--- src/credits_pkg.sv ---
`default_nettype none

package credits_pkg;

    typedef logic [13:0] addr_t;        // AXI byte address
    typedef logic [31:0] word_t;
    typedef logic [8:0]  msg_cell_t;    // {palette, char code}
    typedef logic [7:0]  font_row_t;    // msb is the leftmost pixel
    typedef logic [9:0]  font_addr_t;   // {char code, glyph row}
    typedef logic [8:0]  hpos_t;
    typedef logic [9:0]  scroll_t;      // up to four pages of 256 lines
    typedef logic [11:0] pal_colour_t;  // 4 bits per component

    ////////////////////
    // register map
    localparam addr_t REG_CTRL   = 14'h0000;
    localparam addr_t REG_STATUS = 14'h0004;
    localparam addr_t MSG_BASE   = 14'h1000;   // one word per cell
    localparam addr_t FONT_BASE  = 14'h2000;   // one word per glyph row

    // control register bits
    localparam int CTRL_ENABLE = 0;
    localparam int CTRL_HIDE   = 1;
    localparam int CTRL_FAST   = 2;

    localparam logic [1:0] RESP_OKAY   = 2'b00;
    localparam logic [1:0] RESP_SLVERR = 2'b10;

    ////////////////////
    // default palette
    localparam pal_colour_t DEF_PAL0 = 12'hf00;  // red
    localparam pal_colour_t DEF_PAL1 = 12'h0f0;  // green
    localparam pal_colour_t DEF_PAL2 = 12'h00f;  // blue
    localparam pal_colour_t DEF_PAL3 = 12'hfff;  // white

endpackage

`default_nettype wire

--- src/credits_scroller.sv ---
`timescale 1ns/1ns
`default_nettype none

module credits_scroller #(
    parameter int  PAGES  = 1,
    parameter int  SPEED  = 2,
    parameter bit  BLKPOL = 1'b1,
    localparam int MSGW   = PAGES == 1 ? 10 : (PAGES == 2 ? 11 : 12)
) (
    input  wire logic                   clk,
    input  wire logic                   rst,
    input  wire logic                   pxl_cen,
    input  wire logic                   hb,
    input  wire logic                   vb,
    input  wire logic                   enable,
    input  wire logic                   fast_scroll,
    // video fetch
    output logic [MSGW-1:0]             vmsg_addr,
    input  wire credits_pkg::msg_cell_t vmsg_cell,
    output credits_pkg::font_addr_t     vfont_addr,
    input  wire credits_pkg::font_row_t vfont_row,
    // to host and mixer
    output credits_pkg::scroll_t        scroll_pos,
    output logic                        pxl_bit,
    output logic [1:0]                  pxl_pal,
    output logic                        row_parity
);

    import credits_pkg::*;

    localparam scroll_t LAST = scroll_t'(PAGES * 256 - 1);

    logic       hb_a, vb_a;      // active high blanking
    logic       last_hb, last_vb, last_en;
    hpos_t      hn;
    scroll_t    vline;           // message line on this raster line
    logic [7:0] frame_cnt;
    msg_cell_t  cell_q;
    font_row_t  shift;

    function automatic scroll_t next_line(scroll_t l);
        return l == LAST ? '0 : l + 1'b1;  // message wraps
    endfunction

    assign hb_a = BLKPOL ? hb : ~hb;
    assign vb_a = BLKPOL ? vb : ~vb;

    ////////////////////
    // beam and scroll counters
    always_ff @(posedge clk or posedge rst) begin
        if (rst) begin
            hn         <= '0;
            vline      <= '0;
            frame_cnt  <= '0;
            scroll_pos <= '0;
            last_hb    <= 1'b0;
            last_vb    <= 1'b0;
            last_en    <= 1'b0;
        end else if (pxl_cen) begin
            last_hb <= hb_a;
            last_vb <= vb_a;
            last_en <= enable;
            hn      <= hb_a ? '0 : hn + 1'b1;
            if (vb_a) vline <= scroll_pos;  // top line of the next frame
            else if (hb_a && !last_hb) vline <= next_line(vline);
            if (enable && !last_en) begin
                scroll_pos <= '0;
                frame_cnt  <= '0;
            end else if (enable && vb_a && !last_vb) begin
                if (frame_cnt == SPEED || fast_scroll) begin
                    scroll_pos <= next_line(scroll_pos);
                    frame_cnt  <= '0;
                end else begin
                    frame_cnt <= frame_cnt + 1'b1;
                end
            end
        end
    end

    ////////////////////
    // fetch pipeline
    // strobe 1 message address, strobe 2 cell, strobe 3 glyph into the shifter
    always_ff @(posedge clk) begin
        if (pxl_cen) begin
            // next column, so the glyph lands at pixel 1 of its own cell
            // column 0 is fetched during blanking
            vmsg_addr <= {vline[MSGW-3:3], hb_a ? 5'd0 : hn[7:3] + 5'd1};
            cell_q    <= vmsg_cell;
            if (hn[2:0] == 3'd1) begin
                shift   <= vfont_row;
                pxl_pal <= cell_q[8:7];
            end else begin
                shift <= shift << 1;
            end
        end
    end

    assign vfont_addr = {cell_q[6:0], vline[2:0]};
    assign pxl_bit    = shift[7];
    assign row_parity = vline[7];

    assert property (@(posedge clk) disable iff (rst)
        int'(scroll_pos) < PAGES * 256);

endmodule

`default_nettype wire

--- config.mk ---
export PLATFORM = sky130hd
export DESIGN_NAME = credits_scroller
export DESIGN_NICKNAME = d
export VERILOG_FILES = /design/src/credits_pkg.sv /design/src/credits_scroller.sv
export SDC_FILE = /design/constraint.sdc
export NUM_CORES = 1
export LEC_CHECK = 0
export ABC_AREA = 1
export BUFFER_PORTS_ARGS = -buffer_cell sky130_fd_sc_hd__buf_4
export CORE_UTILIZATION = 45
export DETAILED_ROUTE_END_ITERATION = 16
export GPL_TIMING_DRIVEN = 0
export PLACE_DENSITY = 0.71
export SLEW_MARGIN = 20
export SYNTH_ARGS = -nofsm -noshare
export SYNTH_HDL_FRONTEND = slang
export SYNTH_SLANG_ARGS = --single-unit
--- constraint.sdc ---
create_clock -name clk -period 2 [get_ports clk]
set_input_delay 0.1 -clock clk [delete_from_list [all_inputs] [get_ports clk]]
set_output_delay 0.1 -clock clk [all_outputs]
set_load 0.01 [all_outputs]
Word-level counts from Yosys, hierarchy flattened

Cells that the tools add are included.

Shift operators: 0
$lt $le $gt $ge: 0
Add/subtract/negate cells: 5
Multiplexer cells: 12
Equal/unequal tests: 4
Divide/modulo/power cells: 0
Reduce and logical (&&, ||, !) cells: 15
Multipliers: 0
Bitwise operators: 0

Operator list:

| kind                    | number |
|---|---|
| $mux W10                | 7 |
| $mux W8                 | 4 |
| $add A10 B1 Y10 const B | 2 |
| $eq A10 B8 Y1 const B   | 2 |
| $add A9 B1 Y9 const B   | 1 |
| $mux W9                 | 1 |
| $add A8 B1 Y8 const B   | 1 |
| $eq A8 B2 Y1 const B    | 1 |
| $reduce_and A2 Y1       | 3 |
| $reduce_bool A2 Y1      | 3 |
| $add A5 B1 Y5 const B   | 1 |
| $logic_and A1 B1 Y1     | 4 |
| $eq A3 B1 Y1 const B    | 1 |
| $logic_not A1 Y1        | 3 |
| $reduce_and A3 Y1       | 1 |
| $logic_or A1 B1 Y1      | 1 |

Bits in registers: 69
Memory bits (writable): 0
Input bits: 24
Output and inout port bits: 34
Memories: 0
Bits in latches: 0
ROM bits: 0

Depth between registers and ports, before layout

Depth after elaboration: 5
Depth in mapped cells: 9
Gate-level depth less buffers: 9

Least setup slack after synthesis

No wires, ideal clock.

Path kind: reg-to-reg
Start point: register scroll_pos[1]
End point: register scroll_pos[8]
Data required time: 1.877 ns
Cell stages (with the launch flop): 9
Library setup time: 0.123 ns
Data arrival time: 1.303 ns
Path slack: 0.574 ns
Buffers on the path: 0
Path through: dfrtp_1 > ha_1 > nand2_1 > nor2_2 > nand2_1 > nor2_2 > inv_1 > nand3_1 > o21ai_1

Cells in the longest elaborated chain, start to end: 5
Elaborated cells between the ends (all ways): 6
Those cells by class: 1 x add/sub; 1 x eq/ne; 4 x mux

RTL lines:

| item                                             | line                   | text |
|---|---|---|
| from (decl)                                      | credits_scroller.sv:23 | `output credits_pkg::scroll_t scroll_pos,` |
| from (signal assigned)                           | credits_scroller.sv:71 | `scroll_pos <= next_line(scroll_pos);` |
| $add A10 B1 Y10 or $eq A10 B8 Y1 (tied branches) | credits_scroller.sv:42 | `return l == LAST ? '0 : l + 1'b1;` |
| $mux W10 (*)                                     | credits_scroller.sv:42 |  |
| $mux W10 (*)                                     | credits_scroller.sv:70 | `if (frame_cnt == SPEED \|\| fast_scroll) begin` |
| $mux W10 (*)                                     | credits_scroller.sv:69 | `end else if (enable && vb_a && !last_vb) begin` |
| $mux W10 (*)                                     | credits_scroller.sv:66 | `if (enable && !last_en) begin` |

Every way passes the cells marked *; elsewhere a longest branch is shown, timed or not. The select of a mux whose other input is x is not followed.
A chain may end at the register's enable or synchronous reset.

Worst setup path after layout

Start point: register scroll_pos[1]
End point: register scroll_pos[1]

The elaborated chain is that of the path after synthesis.

==> results.txt <==
sequential element share of the synthesized area = 54.87%
Avg Cell Area, Syn = 8.904 um^2
H-tree depth = 3
Gate Count Post-Synth = 378
initial antenna violation count = 0
hold buffer count at cts = 11
Port Buffers = 57
share of cells above drive strength 1 = 21.60%
final cell count without fillers = 562
dpl hpwl = 4.712 mm
Setup-failing EPs final = 0
post-layout min period = 1.714 ns
Slew @ Worst Pin = 0.5240 ns
IO Count = 58
antenna-violating nets left = 0
ranking of synthesized cells by area = dfrtp_1 (29%), edfxtp_1 (26%), nand2_1 (8.8%)
met2 Use GR = 30.07%
DRT Pass-1 Iters = 4
placed insts = 535
Critical Path Start Type = flop
commonest non-fill, non-tap cell in the layout = nand2_1
Top FF cell, synth = dfrtp_1
nature of the critical path endpoint = flop
Total Neg Setup Slack = 0 ns
Core Region = 7253 um^2
Mapped Nets = 409
drt initial violations = 137
slowest stage delay, CP = 0.48 ns
Clock Latency Late Sink = 0.33 ns
clock transition at the registers of the reported paths = 0.07 ns
Routed WL = 6.720 mm
largest net degree at the start of global routing = 33
total power = 3593 uW
EDFF count, synth = 29
Die X = 88.49 um
met1 Track Usage GR = 24.68%
max-cap violations = 0
worst vdd ir = 0.0003944 V
Starting Density = 46.40%
gr busiest metal = met2
top cell type's share of synthesized area = 29.00%
Seq cells post-synth = 68
worst path required time = 2.21 ns
Max clock buf depth = 2
filler instances = 603
highest net fanout along the worst path = 6
Via density = 4.856
Critical Path Slowest Stage Cell = dfrtp_1
drt wl/cell = 11.96 um
PD cells = 851.8 nW/um^2
global placement routability congestion = 0.8261
Final Max Slew Viols = 0
fin nets = 489
final worst path period share = 85.68%
Multi-input gate area = 1259 um^2
Yosys cell types = 31
final hold viol count = 0
YS warnings = 0
RSZ-0062 raised after global routing = false
leading area contributor after synthesis = dfrtp_1
CTS tree = built
die height = 88.49 um
row cnt = 31
via count = 2729
synthesized cell area = 3366 um^2
relative slew slack = 65.01%
leakage power = 0.001967 uW
Crit path arrival time = 1.92 ns
Setup Skew = 0.007604 ns
total track usage = 18.75%
GRT overflow = 0
most frequent cells in the layout = nand2_1 (79), buf_4 (67), nor2_1 (48), dfrtp_1 (39), inv_1 (37)
Post-route DRC = 0
die area = 7830 um^2
Async S/R FF share, synth = 57.35%
upper clock frequency limit = 583.5 MHz
kind of critical path = reg -> reg
CTS Buf Count = 9
root buffer cell = clkbuf_8
number of global-route vias before repair = 2450
P&R area growth vs syn = 25.32%
first-pass GRT wire length = 11.11 mm
clock sink count = 68
register area = 1847 um^2
Util after Layout = 58.15%
Antenna diodes = 0
Hold Crit Class = in -> reg
GR Layer Usage met3 = 5.784%
outcome = completed
post-CTS resize count = 0
postcts setup bufs = 0
worst-path cell chain = ha_1 > nand2_1 > nor2_2 > nand2_1 > nor2_2 > inv_1 > nand3_1 > o21ai_0
[metrics by stage]
| stage | setup slack, ns | hold WS [ns] | area (um^2) |
|---|---|---|---|
| floorplan | 0.5738 | 0.1989 | 3366 |
| finish | 0.2863 | 0.06922 | 4218 |
| global route | 0.1367 | 0.05584 | 4218 |
| detailed placement | 0.3196 | 0.1772 | 3945 |
| global placement | 0.3606 | 0.2785 | 3918 |
| CTS | 0.2937 | 0.05359 | 4218 |
[synthesized netlist by cell type (5+ instances only)]
| library cell | n |
|---|---|
| a21oi_1 | 28 |
| buf_4 | 10 |
| dfrtp_1 | 39 |
| edfxtp_1 | 29 |
| ha_1 | 7 |
| inv_1 | 38 |
| mux2_2 | 7 |
| nand2_1 | 79 |
| nand3_1 | 35 |
| nand4_1 | 5 |
| nor2_1 | 48 |
| nor3_1 | 6 |
| o21ai_0 | 15 |
[cell families after synthesis]
family                   after synthesis  share of synthesized area [%]
adder cells (fa/ha/maj)                7                          2.602
XOR/XNOR                               3                         0.7808
AO/OA/AOI/OAI                         51                          8.253
flip-flops                            68                          54.87
multiplexers                           7                          2.342
AND/OR/NAND/NOR                      184                          23.42
buffers and inverters                 58                          7.732
[worst paths after layout]
kind                       cells after the start  slack (ns)           from             to
max                                            8        0.29  scroll_pos[1]  scroll_pos[1]
min                                            2        0.07   vfont_row[2]       shift[2]
max reg2reg                                    8        0.29  scroll_pos[1]  scroll_pos[1]
min reg2reg                                    0        0.42      cell_q[8]     pxl_pal[1]
max in group asynchronous                      4        1.16            rst       vline[5]
min in group asynchronous                      3        0.36            rst          hn[7]
[sequential cells by signal, indices dropped and copies added, names as in the netlist]
signal and count:
hn 8, pxl_pal 2, cell_q 9, vline 10
last_hb 1, frame_cnt 8, last_en 1, scroll_pos 10
last_vb 1, shift 8, vmsg_addr 10
[critical path: cells and delay by family, from the launching register on]
family	cells	cell delay (ns)
buf+inv	1	0.10
flops	1	0.48
fa+ha+maj	1	0.26
simple gates	5	0.68
compound gates	1	0.08
[routing by layer]
layer  part of all wire, %  wire, um
met1                    48      3223
met2                    46      3075
met5                     0         0
met4                  0.77        52
met3                   5.5       369
[power by group]
| part | internal, uW | total, uW | switching [uW] |
|---|---|---|---|
| clock | 477 | 941 | 464 |
| combinational | 406 | 819 | 412 |
| sequential | 1660 | 1830 | 170 |
[layout make-up]
type | count | share of cell area (%)
multi-input cells | 252 | 29.84
flip-flops and latches | 68 | 43.79
repair buffers | 69 | 13.41
clock buffers | 13 | 3.530
inverters | 41 | 3.649
clock inverters | 3 | 0.3263
plain buffers | 17 | 2.522
well taps | 99 | 2.937
(Power assumes the default switching activity.)
