`src/credits_pkg.sv`:
```
`default_nettype none

package credits_pkg;

    typedef logic [13:0] addr_t;        // AXI byte address
    typedef logic [31:0] word_t;
    typedef logic [8:0]  msg_cell_t;    // {palette, char code}
    typedef logic [7:0]  font_row_t;    // msb is the leftmost pixel
    typedef logic [9:0]  font_addr_t;   // {char code, glyph row}
    typedef logic [8:0]  hpos_t;
    typedef logic [9:0]  scroll_t;      // up to four pages of 256 lines
    typedef logic [11:0] pal_colour_t;  // 4 bits per component

    ////////////////////
    // register map
    localparam addr_t REG_CTRL   = 14'h0000;
    localparam addr_t REG_STATUS = 14'h0004;
    localparam addr_t MSG_BASE   = 14'h1000;   // one word per cell
    localparam addr_t FONT_BASE  = 14'h2000;   // one word per glyph row

    // control register bits
    localparam int CTRL_ENABLE = 0;
    localparam int CTRL_HIDE   = 1;
    localparam int CTRL_FAST   = 2;

    localparam logic [1:0] RESP_OKAY   = 2'b00;
    localparam logic [1:0] RESP_SLVERR = 2'b10;

    ////////////////////
    // default palette
    localparam pal_colour_t DEF_PAL0 = 12'hf00;  // red
    localparam pal_colour_t DEF_PAL1 = 12'h0f0;  // green
    localparam pal_colour_t DEF_PAL2 = 12'h00f;  // blue
    localparam pal_colour_t DEF_PAL3 = 12'hfff;  // white

endpackage

`default_nettype wire

```
`src/credits_axil_regs.sv`:
```
`timescale 1ns/1ns
`default_nettype none

module credits_axil_regs #(
    parameter int  PAGES = 1,
    localparam int MSGW  = PAGES == 1 ? 10 : (PAGES == 2 ? 11 : 12)
) (
    input  wire logic                   clk,
    input  wire logic                   rst,
    // write channels
    input  wire credits_pkg::addr_t     s_awaddr,
    input  wire logic                   s_awvalid,
    output logic                        s_awready,
    input  wire credits_pkg::word_t     s_wdata,
    input  wire logic [3:0]             s_wstrb,
    input  wire logic                   s_wvalid,
    output logic                        s_wready,
    output logic [1:0]                  s_bresp,
    output logic                        s_bvalid,
    input  wire logic                   s_bready,
    // read channels
    input  wire credits_pkg::addr_t     s_araddr,
    input  wire logic                   s_arvalid,
    output logic                        s_arready,
    output credits_pkg::word_t          s_rdata,
    output logic [1:0]                  s_rresp,
    output logic                        s_rvalid,
    input  wire logic                   s_rready,
    // host ports of the RAMs
    output logic [MSGW-1:0]             msg_addr,
    output logic                        msg_we,
    output credits_pkg::msg_cell_t      msg_din,
    input  wire credits_pkg::msg_cell_t msg_dout,
    output credits_pkg::font_addr_t     font_addr,
    output logic                        font_we,
    output credits_pkg::font_row_t      font_din,
    input  wire credits_pkg::font_row_t font_dout,
    // control
    output logic                        enable,
    output logic                        hide,
    output logic                        fast_scroll,
    input  wire credits_pkg::scroll_t   scroll_pos
);

    import credits_pkg::*;

    typedef enum logic [1:0] {RD_IDLE, RD_WAIT_RAM, RD_RESPOND} rd_state_t;

    rd_state_t rd_state;
    logic      live;              // low for the first cycle out of reset
    logic      aw_full, w_full;
    addr_t     aw_addr, ar_addr;
    word_t     w_data;
    logic      w_byte0;
    logic      do_write, ar_take;

    function automatic logic in_msg(addr_t a);
        return a[13:12] == MSG_BASE[13:12];
    endfunction

    function automatic logic in_font(addr_t a);
        return a[13:12] == FONT_BASE[13:12];
    endfunction

    function automatic logic mapped(addr_t a);
        return in_msg(a) || in_font(a) || a == REG_CTRL || a == REG_STATUS;
    endfunction

    assign s_awready = live && !aw_full && !s_bvalid;
    assign s_wready  = live && !w_full && !s_bvalid;
    assign do_write  = aw_full && w_full;
    assign s_arready = live && rd_state == RD_IDLE && !do_write; // write owns the RAM port
    assign ar_take   = s_arvalid && s_arready;
    assign s_rvalid  = rd_state == RD_RESPOND;

    ////////////////////
    // RAM host ports
    assign msg_addr  = MSGW'(do_write ? aw_addr[11:2] : s_araddr[11:2]);
    assign font_addr = do_write ? aw_addr[11:2] : s_araddr[11:2];
    assign msg_din   = w_data[8:0];
    assign font_din  = w_data[7:0];
    assign msg_we    = do_write && w_byte0 && in_msg(aw_addr);
    assign font_we   = do_write && w_byte0 && in_font(aw_addr);

    ////////////////////
    // write path
    always_ff @(posedge clk or posedge rst) begin
        if (rst) begin
            live        <= 1'b0;
            aw_full     <= 1'b0;
            w_full      <= 1'b0;
            s_bvalid    <= 1'b0;
            s_bresp     <= RESP_OKAY;
            enable      <= 1'b0;
            hide        <= 1'b0;
            fast_scroll <= 1'b0;
        end else begin
            live <= 1'b1;
            if (s_awvalid && s_awready) aw_full <= 1'b1;
            if (s_wvalid && s_wready) w_full <= 1'b1;
            if (do_write) begin
                aw_full  <= 1'b0;
                w_full   <= 1'b0;
                s_bvalid <= 1'b1;
                s_bresp  <= mapped(aw_addr) ? RESP_OKAY : RESP_SLVERR;
                if (aw_addr == REG_CTRL && w_byte0) begin
                    enable      <= w_data[CTRL_ENABLE];
                    hide        <= w_data[CTRL_HIDE];
                    fast_scroll <= w_data[CTRL_FAST];
                end
            end else if (s_bready) begin
                s_bvalid <= 1'b0;
            end
        end
    end

    always_ff @(posedge clk) begin
        if (s_awvalid && s_awready) aw_addr <= s_awaddr;
        if (s_wvalid && s_wready) begin
            w_data  <= s_wdata;
            w_byte0 <= s_wstrb[0];  // only the low byte carries data
        end
    end

    ////////////////////
    // read path
    always_ff @(posedge clk or posedge rst) begin
        if (rst) begin
            rd_state <= RD_IDLE;
        end else begin
            case (rd_state)
                RD_IDLE:     if (ar_take) rd_state <= RD_WAIT_RAM;
                RD_WAIT_RAM: rd_state <= RD_RESPOND;  // RAM data valid now
                RD_RESPOND:  if (s_rready) rd_state <= RD_IDLE;
                default:     rd_state <= RD_IDLE;
            endcase
        end
    end

    always_ff @(posedge clk) begin
        if (ar_take) ar_addr <= s_araddr;
        if (rd_state == RD_WAIT_RAM) begin
            s_rresp <= mapped(ar_addr) ? RESP_OKAY : RESP_SLVERR;
            if (in_msg(ar_addr)) s_rdata <= word_t'(msg_dout);
            else if (in_font(ar_addr)) s_rdata <= word_t'(font_dout);
            else if (ar_addr == REG_CTRL) s_rdata <= word_t'({fast_scroll, hide, enable});
            else if (ar_addr == REG_STATUS) s_rdata <= word_t'(scroll_pos);
            else s_rdata <= '0;
        end
    end

    // response held steady under back-pressure
    assert property (@(posedge clk) disable iff (rst)
        s_rvalid && !s_rready |=> s_rvalid && $stable(s_rdata) && $stable(s_rresp));

    // one RAM write per accepted AW/W pair, never while a B response waits
    assert property (@(posedge clk) disable iff (rst)
        (msg_we || font_we) |-> !s_bvalid ##1 !(msg_we || font_we));

endmodule

`default_nettype wire

```
`config.mk`:
```
export PLATFORM = sky130hd
export DESIGN_NAME = credits_axil_regs
export DESIGN_NICKNAME = d
export VERILOG_FILES = /design/src/credits_pkg.sv /design/src/credits_axil_regs.sv
export SDC_FILE = /design/constraint.sdc
export NUM_CORES = 1
export LEC_CHECK = 0
export BUFFER_PORTS_ARGS = -buffer_cell sky130_fd_sc_hd__buf_2
export CORE_ASPECT_RATIO = 1.25
export CORE_UTILIZATION = 25
export CTS_CLUSTER_DIAMETER = 150
export DETAILED_ROUTE_END_ITERATION = 10
export GPL_ROUTABILITY_DRIVEN = 1
export SLEW_MARGIN = 20
export SYNTH_ARGS = -nofsm -noshare
export SYNTH_HDL_FRONTEND = slang
export SYNTH_SLANG_ARGS = --single-unit
```
`constraint.sdc`:
```
create_clock -name clk -period 3.75 [get_ports clk]
set_input_delay 0.375 -clock clk [delete_from_list [all_inputs] [get_ports clk]]
set_output_delay 0.375 -clock clk [all_outputs]
set_load 0.05 [all_outputs]
```
=== Word-level counts from Yosys, hierarchy flattened ===
Cells that the tools add are included.

* Equal/unequal tests: 10
* Muxes and demuxes: 16
* Bitwise gates (word level): 1
* Reductions and logical operators: 34

{| class="wikitable"
|+ Operator list
! cell !! count
|-
| two-way mux 9 bit || 4
|-
| equality test 14 x 3 -> 1 bit, second input constant || 2
|-
| logical NOT 14 bit || 2
|-
| logical AND 1 bit || 14
|-
| two-way mux 10 bit || 1
|-
| two-way mux 2 bit || 4
|-
| equality test 2 x 1 -> 1 bit, second input constant || 3
|-
| equality test 2 bit, second input constant || 3
|-
| logical OR 1 bit || 6
|-
| two-way mux 1 bit || 6
|-
| case mux 2 bit (3 select lines) || 1
|-
| nonzero test 2 bit || 3
|-
| logical NOT 1 bit || 4
|-
| AND reduction 2 bit || 2
|-
| OR reduction 4 bit || 1
|-
| OR reduction 3 bit || 1
|-
| logical NOT 2 bit || 1
|-
| inequality test 2 x 1 -> 1 bit, second input constant || 1
|-
| inequality test 2 bit, second input constant || 1
|-
| inverter 1 bit || 1
|}

* Flip-flop bits (word level): 83
* Input bits: 98
* Output and inout port bits: 83
* Logic and storage cells: 78

=== Longest topological paths before layout ===
* Word-level depth: 6
* Mapped depth: 6
* Depth with buffers taken out: 5

=== Worst setup path after synthesis ===
Ideal clock, no wire load.

* Path kind: register -> register
* Start point: register w_full
* End point: register ar_addr[0], enable pin
* Setup time: 0.367 ns
* Arrival: 2.879 ns
* Required time: 3.383 ns
* Path slack: 0.503 ns
* Cell stages (with the launch flop): 4
* Path buffers: 0
* Period minus slack after synthesis: 3.247 ns
* Cell sequence: dfrtp_1 > and2_1 > nor4b_1 > and2_1

* Longest elaborated chain between the ends: 4

{| class="wikitable"
|+ Ends and longest elaborated chain
! element !! RTL line !! source
|-
| start: declaration || credits_axil_regs.sv:51 || <nowiki>logic aw_full, w_full;</nowiki>
|-
| start signal: assignment || credits_axil_regs.sv:91 || <nowiki>w_full <= 1'b0;</nowiki>
|-
| start signal: assignment || credits_axil_regs.sv:100 || <nowiki>if (s_wvalid && s_wready) w_full <= 1'b1;</nowiki>
|-
| start signal: assignment || credits_axil_regs.sv:103 || <nowiki>w_full <= 1'b0;</nowiki>
|-
| logical AND 1 bit || credits_axil_regs.sv:71 || <nowiki>assign do_write = aw_full && w_full;</nowiki>
|-
| logical NOT 1 bit || credits_axil_regs.sv:72 || <nowiki>assign s_arready = live && rd_state == RD_IDLE && !do_write;</nowiki>
|-
| logical AND 1 bit || credits_axil_regs.sv:72 ||
|-
| via s_arready || credits_axil_regs.sv:24 || <nowiki>output logic s_arready,</nowiki>
|-
| logical AND 1 bit || credits_axil_regs.sv:73 || <nowiki>assign ar_take = s_arvalid && s_arready;</nowiki>
|-
| via ar_take || credits_axil_regs.sv:55 || <nowiki>logic do_write, ar_take;</nowiki>
|-
| end signal: assignment || credits_axil_regs.sv:141 || <nowiki>if (ar_take) ar_addr <= s_araddr;</nowiki>
|-
| end: declaration || credits_axil_regs.sv:52 || <nowiki>addr_t aw_addr, ar_addr;</nowiki>
|}

The timed path passes the listed nets, and every way through them passes these cells.
A chain may end at the register's enable or synchronous reset.

=== Final worst setup path ===
* Start point: register w_full
* End point: output s_arready

* Longest elaborated chain between the ends: 3

{| class="wikitable"
|+ Ends and longest elaborated chain
! element !! RTL line
|-
| logical AND 1 bit || credits_axil_regs.sv:71
|-
| logical NOT 1 bit || credits_axil_regs.sv:72
|-
| logical AND 1 bit || credits_axil_regs.sv:72
|-
| end: declaration || credits_axil_regs.sv:24
|}

No other way between the ends.

==> impl_metrics.env <==
export IMPL_status="finished, final reports clean"
export IMPL_antenna_found_initial=0
export IMPL_antenna_diode_count=0
export IMPL_layout_min_cycle_time_ps=2301
export IMPL_grt_max_degree=17
export IMPL_swShare=0.3673
export IMPL_setup_worst_path_end_class="primary output"
export IMPL_yosys_warnings=0
export IMPL_drcViolationCount=0
export IMPL_routed_wl_um=5897
export IMPL_setup_violations=0
export IMPL_area_delta_synth_final_pct=32.17
export IMPL_gp_congestion=0.7041
export IMPL_min_period_over_period=0.6136
export IMPL_rows=42
export IMPL_combPwrFrac=0.304
export IMPL_clock_path_buffers=2
export IMPL_h_tree_depth=3
export IMPL_gr_total_overflow=0
export IMPL_netlist_area_um2=2734
export IMPL_drive_gt1_frac=0.4938
export IMPL_synth_cell_type_count=34
export IMPL_maxCapViolations=0
export IMPL_synth_top_flop_cell="edfxtp_1"
export IMPL_final_cells=452
export IMPL_ant_nets=0
export IMPL_port_buffers=130
export IMPL_async_reset_ff_frac=0.1695
export IMPL_wl_per_cell_um=13.05
export IMPL_syn_inst=197
export IMPL_dr_pass1_iters=4
export IMPL_die_h_um=118.9
export IMPL_yosysSeqAreaShare=0.6297
export IMPL_worst_pin_slew_ps=1018
export IMPL_vias_per_cell=4.064
export IMPL_power_density_nw_per_um2=681.8
export IMPL_final_core_util=0.3404
export IMPL_wl_met2_um=3050
export IMPL_ys_ff_latch=59
export IMPL_root_buffer="clkbuf_16"
export IMPL_clk_latency_ps=330
export IMPL_fin_skew_ps=6.047
export IMPL_postCtsResizedCells=0
export IMPL_hold_path_class="in2async"
export IMPL_p_clk_frac=0.344
export IMPL_cts_sinks=59
export IMPL_critPathArrivalTime_ps=1930
export IMPL_met3_length_um=456
export IMPL_core_um2=10620
export IMPL_internal_power_w=0.001559
export IMPL_wl_met1_um=2251
export IMPL_clk_transition_reported_paths_ps=50
export IMPL_cts_setup_buffers=0
export IMPL_cp_start_kind="flop"
export IMPL_finalHoldViolations=0
export IMPL_dp_cells=436
export IMPL_nets=419
export IMPL_drv_slew=0
export IMPL_power_switching_w=0.0009049
export IMPL_critPathMaxFanout=12
export IMPL_grt_pass1_wl_um=8790
export IMPL_hold_buffers=0
export IMPL_die_x_um=95.53
export IMPL_max_freq_mhz=434.6
export IMPL_final_common_cell="buf_2"
export IMPL_num_vias=1837
export IMPL_max_slew_margin_rel=0.3197
export IMPL_cts_buffers=9
export IMPL_synth_enable_flop_cells=49
export IMPL_dr_max_layer_used="met4"
export IMPL_cp_required_ps=3380
export IMPL_dp_hpwl_um=4755
export IMPL_cts_tree="built"
export IMPL_cellLeakagePower_nw=1.642
export IMPL_rsz0062_at_grt="no"
export IMPL_track_usage=0.1082
export IMPL_ios=181
export IMPL_avgSynthCellArea_um2=13.88
export IMPL_p_seq_frac=0.353
export IMPL_ir_worst_vdd_mv=0.3532
export IMPL_start_util=0.2575
export IMPL_die_area_um2=11360
export IMPL_fin_tns_setup_ps=0
export IMPL_power_w=0.002464
export IMPL_final_cell_mix="buf_2, edfxtp_1, conb_1"
export IMPL_grt_pass1_vias=1787
export IMPL_initialDrtViolationCount=49
export IMPL_critPathKind="reg2out"
## metrics by stage
| stage | setup slack [ps] | cell area (um2) | hold slack, ps |
|---|---|---|---|
| 2_1_floorplan | 503.4 | 2820 | 215.2 |
| 3_3_place_gp | 1578 | 3306 | 371.1 |
| 3_5_place_dp | 1496 | 3306 | 385.1 |
| 4_1_cts | 1409 | 3613 | 35.69 |
| 5_1_grt | 1301 | 3613 | 61.11 |
| 6_report | 1449 | 3613 | 20.36 |
## registers in the layout (all words and copies together) (netlist names)
name and flops:
ar_addr 14, aw_addr 14, aw_full 1, enable 1, fast_scroll 1, hide 1
live 1, rd_state 2, s_bresp 1, s_bvalid 1, s_rdata 10, s_rresp 1
w_byte0 1, w_data 9, w_full 1
## Yosys cell counts (4+ instances only)
cell type,count,share of area
edfxtp_1,49,0.54
clkbuf_1,4,0.0055
mux2_2,13,0.054
a22oi_1,7,0.019
nand2_1,4,0.0055
and2_1,5,0.011
inv_1,12,0.016
dfrtp_1,10,0.092
o21ai_0,5,0.0092
ha_1,6,0.027
buf_4,42,0.12
## final timing paths
| check | startpoint | to | slack, ps | cells after the start |
|---|---|---|---|---|
| setup / recovery | w_full$_DFFE_PP0P_ | s_arready | 1450 | 3 |
| hold / removal | rst | aw_full$_DFFE_PP0P_ | 20 | 2 |
| setup reg to reg | w_full$_DFFE_PP0P_ | ar_addr[13]$_DFFE_PP_ | 1520 | 3 |
| hold reg to reg | s_bresp[1]$_DFFE_PP0P_ | s_bresp[1]$_DFFE_PP0P_ | 510 | 1 |
| max in group asynchronous | rst | fast_scroll$_DFFE_PP0P_ | 3450 | 2 |
| min in group clk | s_wdata[8] | w_data[8]$_DFFE_PP_ | 220 | 1 |
## critical path: stages (launching register included)
cell and delay, ps:
dfrtp_1 410, and2_1 350, nor4b_1 480, buf_2 360
## per-layer routing
layer / GRT usage / vias to the layer above
met4: 0.06437 / 0
met5: 0 / -
li1: - / 882
met3: 0.03321 / 10
met1: 0.1098 / 840
met2: 0.1897 / 105
## logic make-up after synthesis
kind of cell,Yosys count,share of synthesized area
flip-flops,59,0.6297
adder cells (fa/ha/maj),6,0.02746
AND/OR/NAND/NOR,34,0.08329
AO/OA/AOI/OAI,22,0.05492
other,2,0.002747
buffers and inverters,58,0.1373
multiplexers,16,0.06453
## power by group through the flow
| stage | sequential, W | clock (W) | combinational, W |
|---|---|---|---|
| floorplan | 0.000987 | 0 | 0.000525 |
| global placement | 0.000878 | 0 | 0.000751 |
| detailed placement | 0.000882 | 0 | 0.000757 |
| CTS | 0.000870 | 0.000870 | 0.000759 |
| global route | 0.000880 | 0.000893 | 0.000792 |
| finish | 0.000869 | 0.000847 | 0.000748 |
## area by class of cell
| type | instances | area [um2] |
|---|---|---|
| clock buffers | 9 | 225.2 |
| well taps | 132 | 165.2 |
| inverters | 12 | 45.04 |
| clock inverters | 7 | 82.58 |
| multi-input cells | 103 | 723.2 |
| flip-flops and latches | 59 | 1722 |
| repair buffers | 130 | 650.6 |
| fillers | 1069 | 7002 |
Power figures use the tool's default switching activity.
