==> src/credits_pkg.sv <==
`default_nettype none

package credits_pkg;

    typedef logic [13:0] addr_t;        // AXI byte address
    typedef logic [31:0] word_t;
    typedef logic [8:0]  msg_cell_t;    // {palette, char code}
    typedef logic [7:0]  font_row_t;    // msb is the leftmost pixel
    typedef logic [9:0]  font_addr_t;   // {char code, glyph row}
    typedef logic [8:0]  hpos_t;
    typedef logic [9:0]  scroll_t;      // up to four pages of 256 lines
    typedef logic [11:0] pal_colour_t;  // 4 bits per component

    ////////////////////
    // register map
    localparam addr_t REG_CTRL   = 14'h0000;
    localparam addr_t REG_STATUS = 14'h0004;
    localparam addr_t MSG_BASE   = 14'h1000;   // one word per cell
    localparam addr_t FONT_BASE  = 14'h2000;   // one word per glyph row

    // control register bits
    localparam int CTRL_ENABLE = 0;
    localparam int CTRL_HIDE   = 1;
    localparam int CTRL_FAST   = 2;

    localparam logic [1:0] RESP_OKAY   = 2'b00;
    localparam logic [1:0] RESP_SLVERR = 2'b10;

    ////////////////////
    // default palette
    localparam pal_colour_t DEF_PAL0 = 12'hf00;  // red
    localparam pal_colour_t DEF_PAL1 = 12'h0f0;  // green
    localparam pal_colour_t DEF_PAL2 = 12'h00f;  // blue
    localparam pal_colour_t DEF_PAL3 = 12'hfff;  // white

endpackage

`default_nettype wire

==> src/credits_mixer.sv <==
`timescale 1ns/1ns
`default_nettype none

module credits_mixer #(
    parameter int                       COLW   = 4,
    parameter bit                       BLKPOL = 1'b1,
    parameter credits_pkg::pal_colour_t PAL0   = credits_pkg::DEF_PAL0,
    parameter credits_pkg::pal_colour_t PAL1   = credits_pkg::DEF_PAL1,
    parameter credits_pkg::pal_colour_t PAL2   = credits_pkg::DEF_PAL2,
    parameter credits_pkg::pal_colour_t PAL3   = credits_pkg::DEF_PAL3
) (
    input  wire logic              clk,
    input  wire logic              rst,
    input  wire logic              pxl_cen,
    // picture in
    input  wire logic              hb_in,
    input  wire logic              vb_in,
    input  wire logic [3*COLW-1:0] rgb_in,
    // control
    input  wire logic              enable,
    input  wire logic              hide,
    // text from the scroller
    input  wire logic              pxl_bit,
    input  wire logic [1:0]        pxl_pal,
    input  wire logic              row_parity,
    // picture out
    output logic                   hb_out,
    output logic                   vb_out,
    output logic      [3*COLW-1:0] rgb_out
);

    import credits_pkg::*;

    logic              show;
    logic              blank;
    logic [3*COLW-1:0] dim, pal_rgb;

    // widen 4-bit components by repeating their top bits
    function automatic logic [3*COLW-1:0] extend(pal_colour_t c);
        logic [7:0]        wide;
        logic [3*COLW-1:0] res;
        for (int i = 0; i < 3; i++) begin
            wide = {c[4*i +: 4], c[4*i +: 4]};
            res[COLW*i +: COLW] = wide[7 -: COLW];
        end
        return res;
    endfunction

    always_comb begin
        for (int i = 0; i < 3; i++) begin
            dim[COLW*i +: COLW] = rgb_in[COLW*i +: COLW] >> 1;  // half brightness
        end
    end

    always_comb begin
        case (pxl_pal)
            2'd0:    pal_rgb = extend(PAL0);
            2'd1:    pal_rgb = extend(PAL1);
            2'd2:    pal_rgb = extend(PAL2);
            default: pal_rgb = extend(PAL3);
        endcase
    end

    assign blank = hb_in == BLKPOL || vb_in == BLKPOL;

    ////////////////////
    // show / hide
    always_ff @(posedge clk or posedge rst) begin
        if (rst) begin
            show <= 1'b0;
        end else if (pxl_cen) begin
            show <= enable && !hide;
        end
    end

    always_ff @(posedge clk) begin
        if (pxl_cen) begin
            hb_out <= hb_in;
            vb_out <= vb_in;
            if (!show) rgb_out <= rgb_in;      // passthrough
            else if (blank) rgb_out <= '0;
            else if (pxl_bit) rgb_out <= pal_rgb;
            else rgb_out <= dim;
        end
    end

    // text rows move on only while the picture is blanked
    assert property (@(posedge clk) disable iff (rst)
        $changed(row_parity) |-> $past(blank));

endmodule

`default_nettype wire

==> config.mk <==
export PLATFORM = sky130hd
export DESIGN_NAME = credits_mixer
export DESIGN_NICKNAME = d
export VERILOG_FILES = /design/src/credits_pkg.sv /design/src/credits_mixer.sv
export SDC_FILE = /design/constraint.sdc
export NUM_CORES = 1
export LEC_CHECK = 0
export BUFFER_PORTS_ARGS = -buffer_cell sky130_fd_sc_hd__buf_2
export CAP_MARGIN = 20
export CORE_MARGIN = 2
export CORE_UTILIZATION = 45
export CTS_CLUSTER_SIZE = 12
export DETAILED_ROUTE_END_ITERATION = 8
export PLACE_DENSITY = 0.79
export RECOVER_POWER = 25
export SYNTH_ARGS = -nofsm -noshare
export SYNTH_HDL_FRONTEND = slang
export SYNTH_SLANG_ARGS = --single-unit
export TNS_END_PERCENT = 100
==> constraint.sdc <==
create_clock -name clk -period 2.5 [get_ports clk]
set_input_delay 0 -clock clk [delete_from_list [all_inputs] [get_ports clk]]
set_output_delay 0 -clock clk [all_outputs]
set_load 0.03 [all_outputs]
# --- Word-level counts from Yosys, hierarchy flattened ---
# Cells that the tools add are included.
op_classes:
  add_sub_neg: 0
  n_mul: 0
  n_div: 0
  magnitude_cmp: 0
  n_eq_ne: 2
  shifts: 0
  n_mux: 4
  bitwise: 0
  n_reduce_logical: 4
op_table:
  columns: ["cell", "n"]
  rows:
  - ["two-way mux 12 bit", 3]
  - ["one-hot mux 12 bit (3 select lines)", 1]
  - ["== test 2 x 1 -> 1 bit (second input constant)", 1]
  - ["== test 2 bit (second input constant)", 1]
  - ["logical NOT 2 bit", 1]
  - ["logical AND 1 bit", 1]
  - ["logical NOT 1 bit", 1]
  - ["logical OR 1 bit", 1]
word_totals:
  register_bits: 15
  latchBits: 0
  ramBits: 0
  romBits: 0
  input_bits: 23
  mem_count: 0

# --- Logic depth before layout (Yosys ltp) ---
# Gate-level depths: netlist of run 1.
depth:
  word_depth: 5
  depth_mapped: 4
  depth_no_buf: 4

# --- Least setup slack after synthesis of run 1 ---
# OpenSTA, ideal clock, no wires.
synth_timing:
  path_type: "reg2reg"
  startpoint: "register show"
  endpoint: "register rgb_out[2], data pin"
  setup_ps: 170
  arrival_ps: 1163
  required_ps: 2330
  path_slack_ps: 1167
  path_stages_with_launch: 4
  path_buffers: 1
  period_less_slack_ps: 1333
  path_cell_list: "dfrtp_1 -> or3b_4 -> buf_6 -> o32ai_2"
synth_via:
  elab_chain_len: 1
synth_rtl:
  columns: ["element", "line", "source"]
  rows:
  - ["start: declaration", "credits_mixer.sv:34", "logic show;"]
  - ["start signal: assignment", "credits_mixer.sv:72", "show <= enable && !hide;"]
  - ["two-way mux 12 bit", "credits_mixer.sv:80", "if (!show) rgb_out <= rgb_in;"]
  - ["end signal: assignment", "credits_mixer.sv:80", null]
  - ["end signal: assignment", "credits_mixer.sv:82", "else if (pxl_bit) rgb_out <= pal_rgb;"]
  - ["end signal: assignment", "credits_mixer.sv:83", "else rgb_out <= dim;"]
  - ["end: declaration", "credits_mixer.sv:29", "output logic [3*COLW-1:0] rgb_out"]
# No other way between the ends.
# A chain may end at the register's enable or synchronous reset.

==> key figures, run 1 <==
Layout
  • P&R area growth vs syn: 34.8%
  • Non-filler cells, final: 111
  • Final net count: 121
  • Commonest non-fill, non-tap cell in the layout: buf_2
  • Layout cells sized above 1: 42.1%
  • Most frequent cells in the layout: buf_2, edfxtp_1, o2bb2ai_1, mux2i_1
  • Final Cell Area: 988 µm²
  • Diode count: 0

Timing
  • Final worst path period need: 1400 ps
  • Worst-Margin Slew: 827 ps
  • Final setup margin: 1100 ps
  • Final-report max-slew violation count: 0
  • Setup_tns: 0 ps
  • F_max: 716 MHz
  • Final setup fails: 0
  • Relative slew margins: 44.9%
  • Final Cycle Share: 55.9%
  • Unrepaired setup endpoints after global routing: no
  • WHS: 1.10 ps
  • Endpoints failing hold: 0
  • Final clock skew: 8.03 ps

Yosys
  • Synth Area in Compound Gates: 16.9%
  • Register area share after synthesis: 60.8%
  • Post-synthesis mux area share: 8.19%
  • Yosys reg bits: 15
  • Xor/xnor share of the synthesized area: 0%
  • Warnings from Yosys: 0
  • Syn Inst Count: 53
  • Mapped cell area: 733 µm²
  • Syn_nets: 78
  • Post-synthesis simple-gate area fraction: 5.63%
  • Synth unique cells: 17
  • Main combinational cell family by area after synthesis: compound AO/OA/AOI/OAI gates
  • Synthesized area per cell: 13.8 µm²
  • Adder-Cell Fraction of Synth Area: 3.41%

Status
  • Status: finished, final reports clean

Placement
  • Post-DP HPWL: 1050 µm
  • Port Buffers: 35
  • Gpl congestion: 0.752
  • Worst slack, placed: 1130 ps
  • Placed Area: 913 µm²
  • Placed cell count: 102

Power
  • Peak VDD IR: 306 µV
  • Leakage power: 0.452 nW
  • PD cells: 574 nW/µm²

Clocking
  • CTS H-tree depth: 1
  • Hold buffer count at cts: 5
  • Post-CTS Setup Bufs: 0
  • Root Buffer: clkbuf_4
  • Clock buffer count from CTS: 3
  • CTS max path bufs: 2
  • Skew-Pair Late Insertion Delay: 280 ps
  • TritonCTS clock tree: done
  • Clock Pin Slew Worst Setup and Hold Paths: 90 ps
  • CTS resizes: 0
  • Clock sinks: 15

Critical path
  • R2R cell count: 3
  • Reg2Reg Setup Slack: 1100 ps
  • Worst R2R Start: show
  • Crit path max fanout: 10
  • WP data arrival: 1570 ps
  • CP Class: register to register
  • Crit. End Element: register
  • Critical Path RT: 2670 ps
  • R2r endpoint: show
  • CP Launch Type: register

GRT
  • Vias in the first global route: 526
  • Initial antenna violation count: 0
  • First-pass GRT wire length: 2190 µm
  • Largest net degree at the start of global routing: 17
  • GRT Util Overall: 16.1%
  • GRT Residual Overflow: 0

Routing
  • DR vias: 584
  • Remaining antenna violation count: 0
  • 1st-pass router iterations: 3
  • Routed WL per cell: 13.1 µm
  • 1st-iter DRT viols: 7
  • WL final: 1450 µm
  • Drt via density: 5.26
  • DRC viols: 0

Die
  • Die area: 1970 µm²
  • Width of the die: 44.4 µm
  • Initial Util: 48.1%
  • Core area: 1520 µm²
  • Row count: 14
  • Top Ports: 37
  • Die H: 44.4 µm

Hold path
  • Hold path startpoint: rgb_in[4]
  • Worst Hold Class: input pin to register
  • Worst Hold Depth: 2
  • Worst hold endpoint: rgb_out[4]

Run
  • Max-cap viol count: 0
-- layer usage --
layer  share of wire [%]  vias up  track usage (%)
met1                  38      271             16.2
met5                   0        -                0
li1                    -      290                -
met4                 1.0        0             7.27
met3                 6.2        2             4.90
met2                  55       21             30.0
-- kinds of logic (layout without fill, tap and decap cells) --
group | count (synthesis) | count (layout)
compound gates | 14 | 14
mux | 6 | 6
buf+inv | 8 | 50
fa+ha+maj | 2 | 2
flops | 15 | 15
simple gates | 8 | 8
-- layout make-up --
class | count | area [µm²]
clock buffers | 4 | 26.3
fillers | 115 | 536
inverters | 6 | 22.5
multi-input cells | 30 | 250
flip-flops and latches | 15 | 445
well taps | 16 | 20.0
repair buffers | 40 | 224
-- sequential cells by signal, indices dropped and copies added (netlist names) --
register / count
rgb_out: 12
hb_out: 1
vb_out: 1
show: 1
-- per-stage QoR --
step / total power, mW / utilization, %
after global placement: 0.426 / 59.9
after CTS: 0.567 / 64.9
after floorplan: 0.385 / -
after detailed placement: 0.430 / 59.9
after global routing: 0.597 / 64.9
final: 0.567 / 64.9
-- where the power goes --
part	internal [mW]	leakage [nW]	total, mW	switching (mW)
combinational	0.0501	0.285	0.127	0.0773
clock	0.0619	0.0150	0.137	0.0750
sequential	0.298	0.152	0.303	0.00541
-- how the worst max path moves through the flow --
stage          from          to  slack [ps]  depth (start not counted)
2_1_floorplan  show  rgb_out[2]        1170                          3
3_3_place_gp   show  rgb_out[1]        1160                          2
3_5_place_dp   show  rgb_out[0]        1130                          2
4_1_cts        show  rgb_out[0]        1110                          2
5_1_grt        show        show        1010                          3
6_report       show        show        1100                          3
-- critical path, stage by stage, from the launching register on --
cell and delay (ps):
dfrtp_1 440, inv_2 160, o22ai_1 110, dlygate4sd3_1 580
-- cells in the mapped netlist --
cell type | instances | area [µm²]
or3b_4 | 1 | 11.3
o32ai_2 | 1 | 16.3
dfrtp_1 | 1 | 25.0
o32ai_1 | 2 | 17.5
edfxtp_1 | 14 | 420
nor2_1 | 3 | 11.3
inv_2 | 1 | 3.75
buf_6 | 1 | 11.3
nor3b_1 | 1 | 7.51
nand2_1 | 3 | 11.3
o2bb2ai_1 | 9 | 78.8
ha_1 | 2 | 25.0
o22ai_1 | 1 | 6.26
o21ai_0 | 1 | 5.00
mux2i_1 | 6 | 60.1
inv_1 | 5 | 18.8
clkbuf_1 | 1 | 3.75
(Power assumes the default switching activity.)
==> run 2: changes to the inputs <==
--- a/config.mk
+++ b/config.mk
@@ -8,10 +8,10 @@
 export BUFFER_PORTS_ARGS = -buffer_cell sky130_fd_sc_hd__buf_2
 export CAP_MARGIN = 20
 export CORE_MARGIN = 2
-export CORE_UTILIZATION = 45
+export CORE_UTILIZATION = 39
 export CTS_CLUSTER_SIZE = 12
 export DETAILED_ROUTE_END_ITERATION = 8
-export PLACE_DENSITY = 0.79
+export PLACE_DENSITY = 0.73
 export RECOVER_POWER = 25
 export SYNTH_ARGS = -nofsm -noshare
 export SYNTH_HDL_FRONTEND = slang
==> constraint.sdc (replaced) <==
create_clock -name clk -period 1.2 [get_ports clk]
set_input_delay 0 -clock clk [delete_from_list [all_inputs] [get_ports clk]]
set_output_delay 0 -clock clk [all_outputs]
set_load 0.03 [all_outputs]
==> run 2 against run 1 <==
  * The run now ends with setup timing left
  * Sequential cell count is the same
  * Fmax grew 15%
  * Clock power grew 100%
  * Worst hold slack gained 13 ps
==> key figures, run 2 (same netlist as run 1, synthesis figures left out) <==
Power
  • Switching share of power: 28.1%
  • P_sw: 0.348 mW
  • PD cells: 1080 nW/µm²
  • Reg power frac: 50.9%
  • PnR Total Power: 1.24 mW
  • Pint: 0.888 mW
  • Clock group share of total power: 22.5%
  • Peak VDD IR: 614 µV
  • Logic pwr share: 26.6%
  • Leakage power: 0.504 nW

Timing
  • Final Cycle Share: 101%
  • Unrepaired setup endpoints after global routing: yes
  • Worst-Margin Slew: 824 ps
  • Final clock skew: 0.926 ps
  • F_max: 826 MHz
  • Final setup fails: 2
  • Final setup margin: -10.1 ps
  • Endpoints failing hold: 0
  • Final-report max-slew violation count: 0
  • Final worst path period need: 1210 ps
  • Relative slew margins: 45.0%

Status
  • Status: finished, violations left
  • Failing checks: setup timing

Die
  • Die area: 2240 µm²
  • Core area: 1750 µm²
  • Initial Util: 42.0%
  • Row count: 15
  • Die H: 47.4 µm
  • Width of the die: 47.4 µm
  • Top Ports: 37

Critical path
  • Crit. Startpoint: show
  • R2R cell count: 2
  • Critical Path RT: 1310 ps
  • Worst R2R Start: show
  • CP endpoint: rgb_out[0]
  • Reg2Reg Setup Slack: -10 ps
  • Crit path max fanout: 5
  • Crit. End Element: register
  • WP data arrival: 1320 ps
  • CP Launch Type: register
  • R2r endpoint: rgb_out[0]
  • CP Class: register to register

Layout
  • Layout cells sized above 1: 54.9%
  • Final net count: 128
  • Final Core Density: 65.8%
  • Fill count: 136
  • Most frequent cells in the layout: buf_2, edfxtp_1, o2bb2ai_2, dlygate4sd3_1, mux2i_1
  • Max reg flops: 12
  • Commonest non-fill, non-tap cell in the layout: buf_2
  • P&R area growth vs syn: 56.7%
  • Biggest register: rgb_out
  • Diode count: 0

GRT
  • Initial antenna violation count: 0
  • GRT Residual Overflow: 0
  • GR Util met3: 2.69%
  • GRT Util Overall: 16.0%
  • Largest net degree at the start of global routing: 17
  • Vias in the first global route: 584
  • Grt met2 use: 26.5%
  • Most used routing layer: met2
  • First-pass GRT wire length: 2460 µm
  • Met1 usage: 19.1%

Clocking
  • Clock Pin Slew Worst Setup and Hold Paths: 80 ps
  • Clock sinks: 15
  • CTS max path bufs: 2
  • Skew-Pair Late Insertion Delay: 270 ps
  • CTS H-tree depth: 1
  • Clock buffer count from CTS: 3
  • Root Buffer: clkbuf_4
  • TritonCTS clock tree: done

Hold path
  • Worst Hold Class: input pin to register

Routing
  • Drt via density: 4.83
  • Routed WL per cell: 12.9 µm
  • 1st-pass router iterations: 4
  • DRC viols: 0
  • 1st-iter DRT viols: 3
  • Remaining antenna violation count: 0
  • DR vias: 614
  • WL final: 1640 µm

Placement
  • Port Buffers: 35
  • Post-DP HPWL: 1140 µm
  • Gpl congestion: 0.777

Run
  • Max-cap viol count: 0
## run 2: cell count changes in the layout (fill, tap and decap cells not counted), sizes merged
| cell | change |
|---|---|
| buf | +5 |
| dlygate4sd3 | +2 |
## run 2: critical path, cell delays in order, from the launching register on
cell and delay, ps:
dfrtp_1 350, or3b_4 430, o32ai_2 260
## run 2: how the worst min path moves through the flow
stage | start | to | slack, ps | cells after the start
6_report | rgb_in[7] | rgb_out[7] | 10 | 2
5_1_grt | rgb_in[7] | rgb_out[7] | 10 | 2
4_1_cts | rgb_in[7] | rgb_out[7] | 6 | 2
2_1_floorplan | rst | show | -270 | 1
3_5_place_dp | rst | show | -160 | 2
3_3_place_gp | rst | show | -160 | 2
## run 2: final cells by class
class | instances | area [µm²] | area share [%]
Clock buffer | 4 | 26.3 | 2.29
Timing Repair Buffer | 47 | 289 | 25.2
Sequential cell | 15 | 445 | 38.8
Multi-Input combinational cell | 30 | 334 | 29.1
Inverter | 6 | 22.5 | 1.96
Tap cell | 25 | 31.3 | 2.72
## run 2: layer usage
metal	vias to the layer above	part of all wire [%]
li1	307	-
met4	0	1.2
met3	2	4.7
met5	-	0
met2	20	54
met1	285	40
## run 2: per-stage QoR
| stage | worst slack, ps | std cells | TNS [ps] | hold slack (ps) | instance area [µm²] |
|---|---|---|---|---|---|
| detailed placement | -43.0 | 116 | -78.8 | -163 | 962 |
| global route | -41.7 | 127 | -245 | 12.7 | 1150 |
| global placement | -3.06 | 116 | -3.06 | -164 | 962 |
| finish | -10.1 | 127 | -17.3 | 14.0 | 1150 |
| CTS | -19.6 | 127 | -50.0 | 5.78 | 1140 |
| floorplan | -74.5 | 53 | -109 | -271 | 733 |
## run 2: power groups by stage
stage / sequential (mW) / clock [mW] / combinational [mW]
detailed placement: 0.641 / 0 / 0.270
global route: 0.634 / 0.294 / 0.352
finish: 0.629 / 0.278 / 0.329
CTS: 0.629 / 0.288 / 0.323
global placement: 0.639 / 0 / 0.263
floorplan: 0.721 / 0 / 0.0809
## run 2: timing repair
action	4_1_cts	5_1_grt
buffers inserted	0	0
hold endpoints to repair	6	0
resized for setup	13	1
hold buffers	7	0
pin swaps	11	1
endpoints found under the setup margin	11	12
gates cloned	0	0
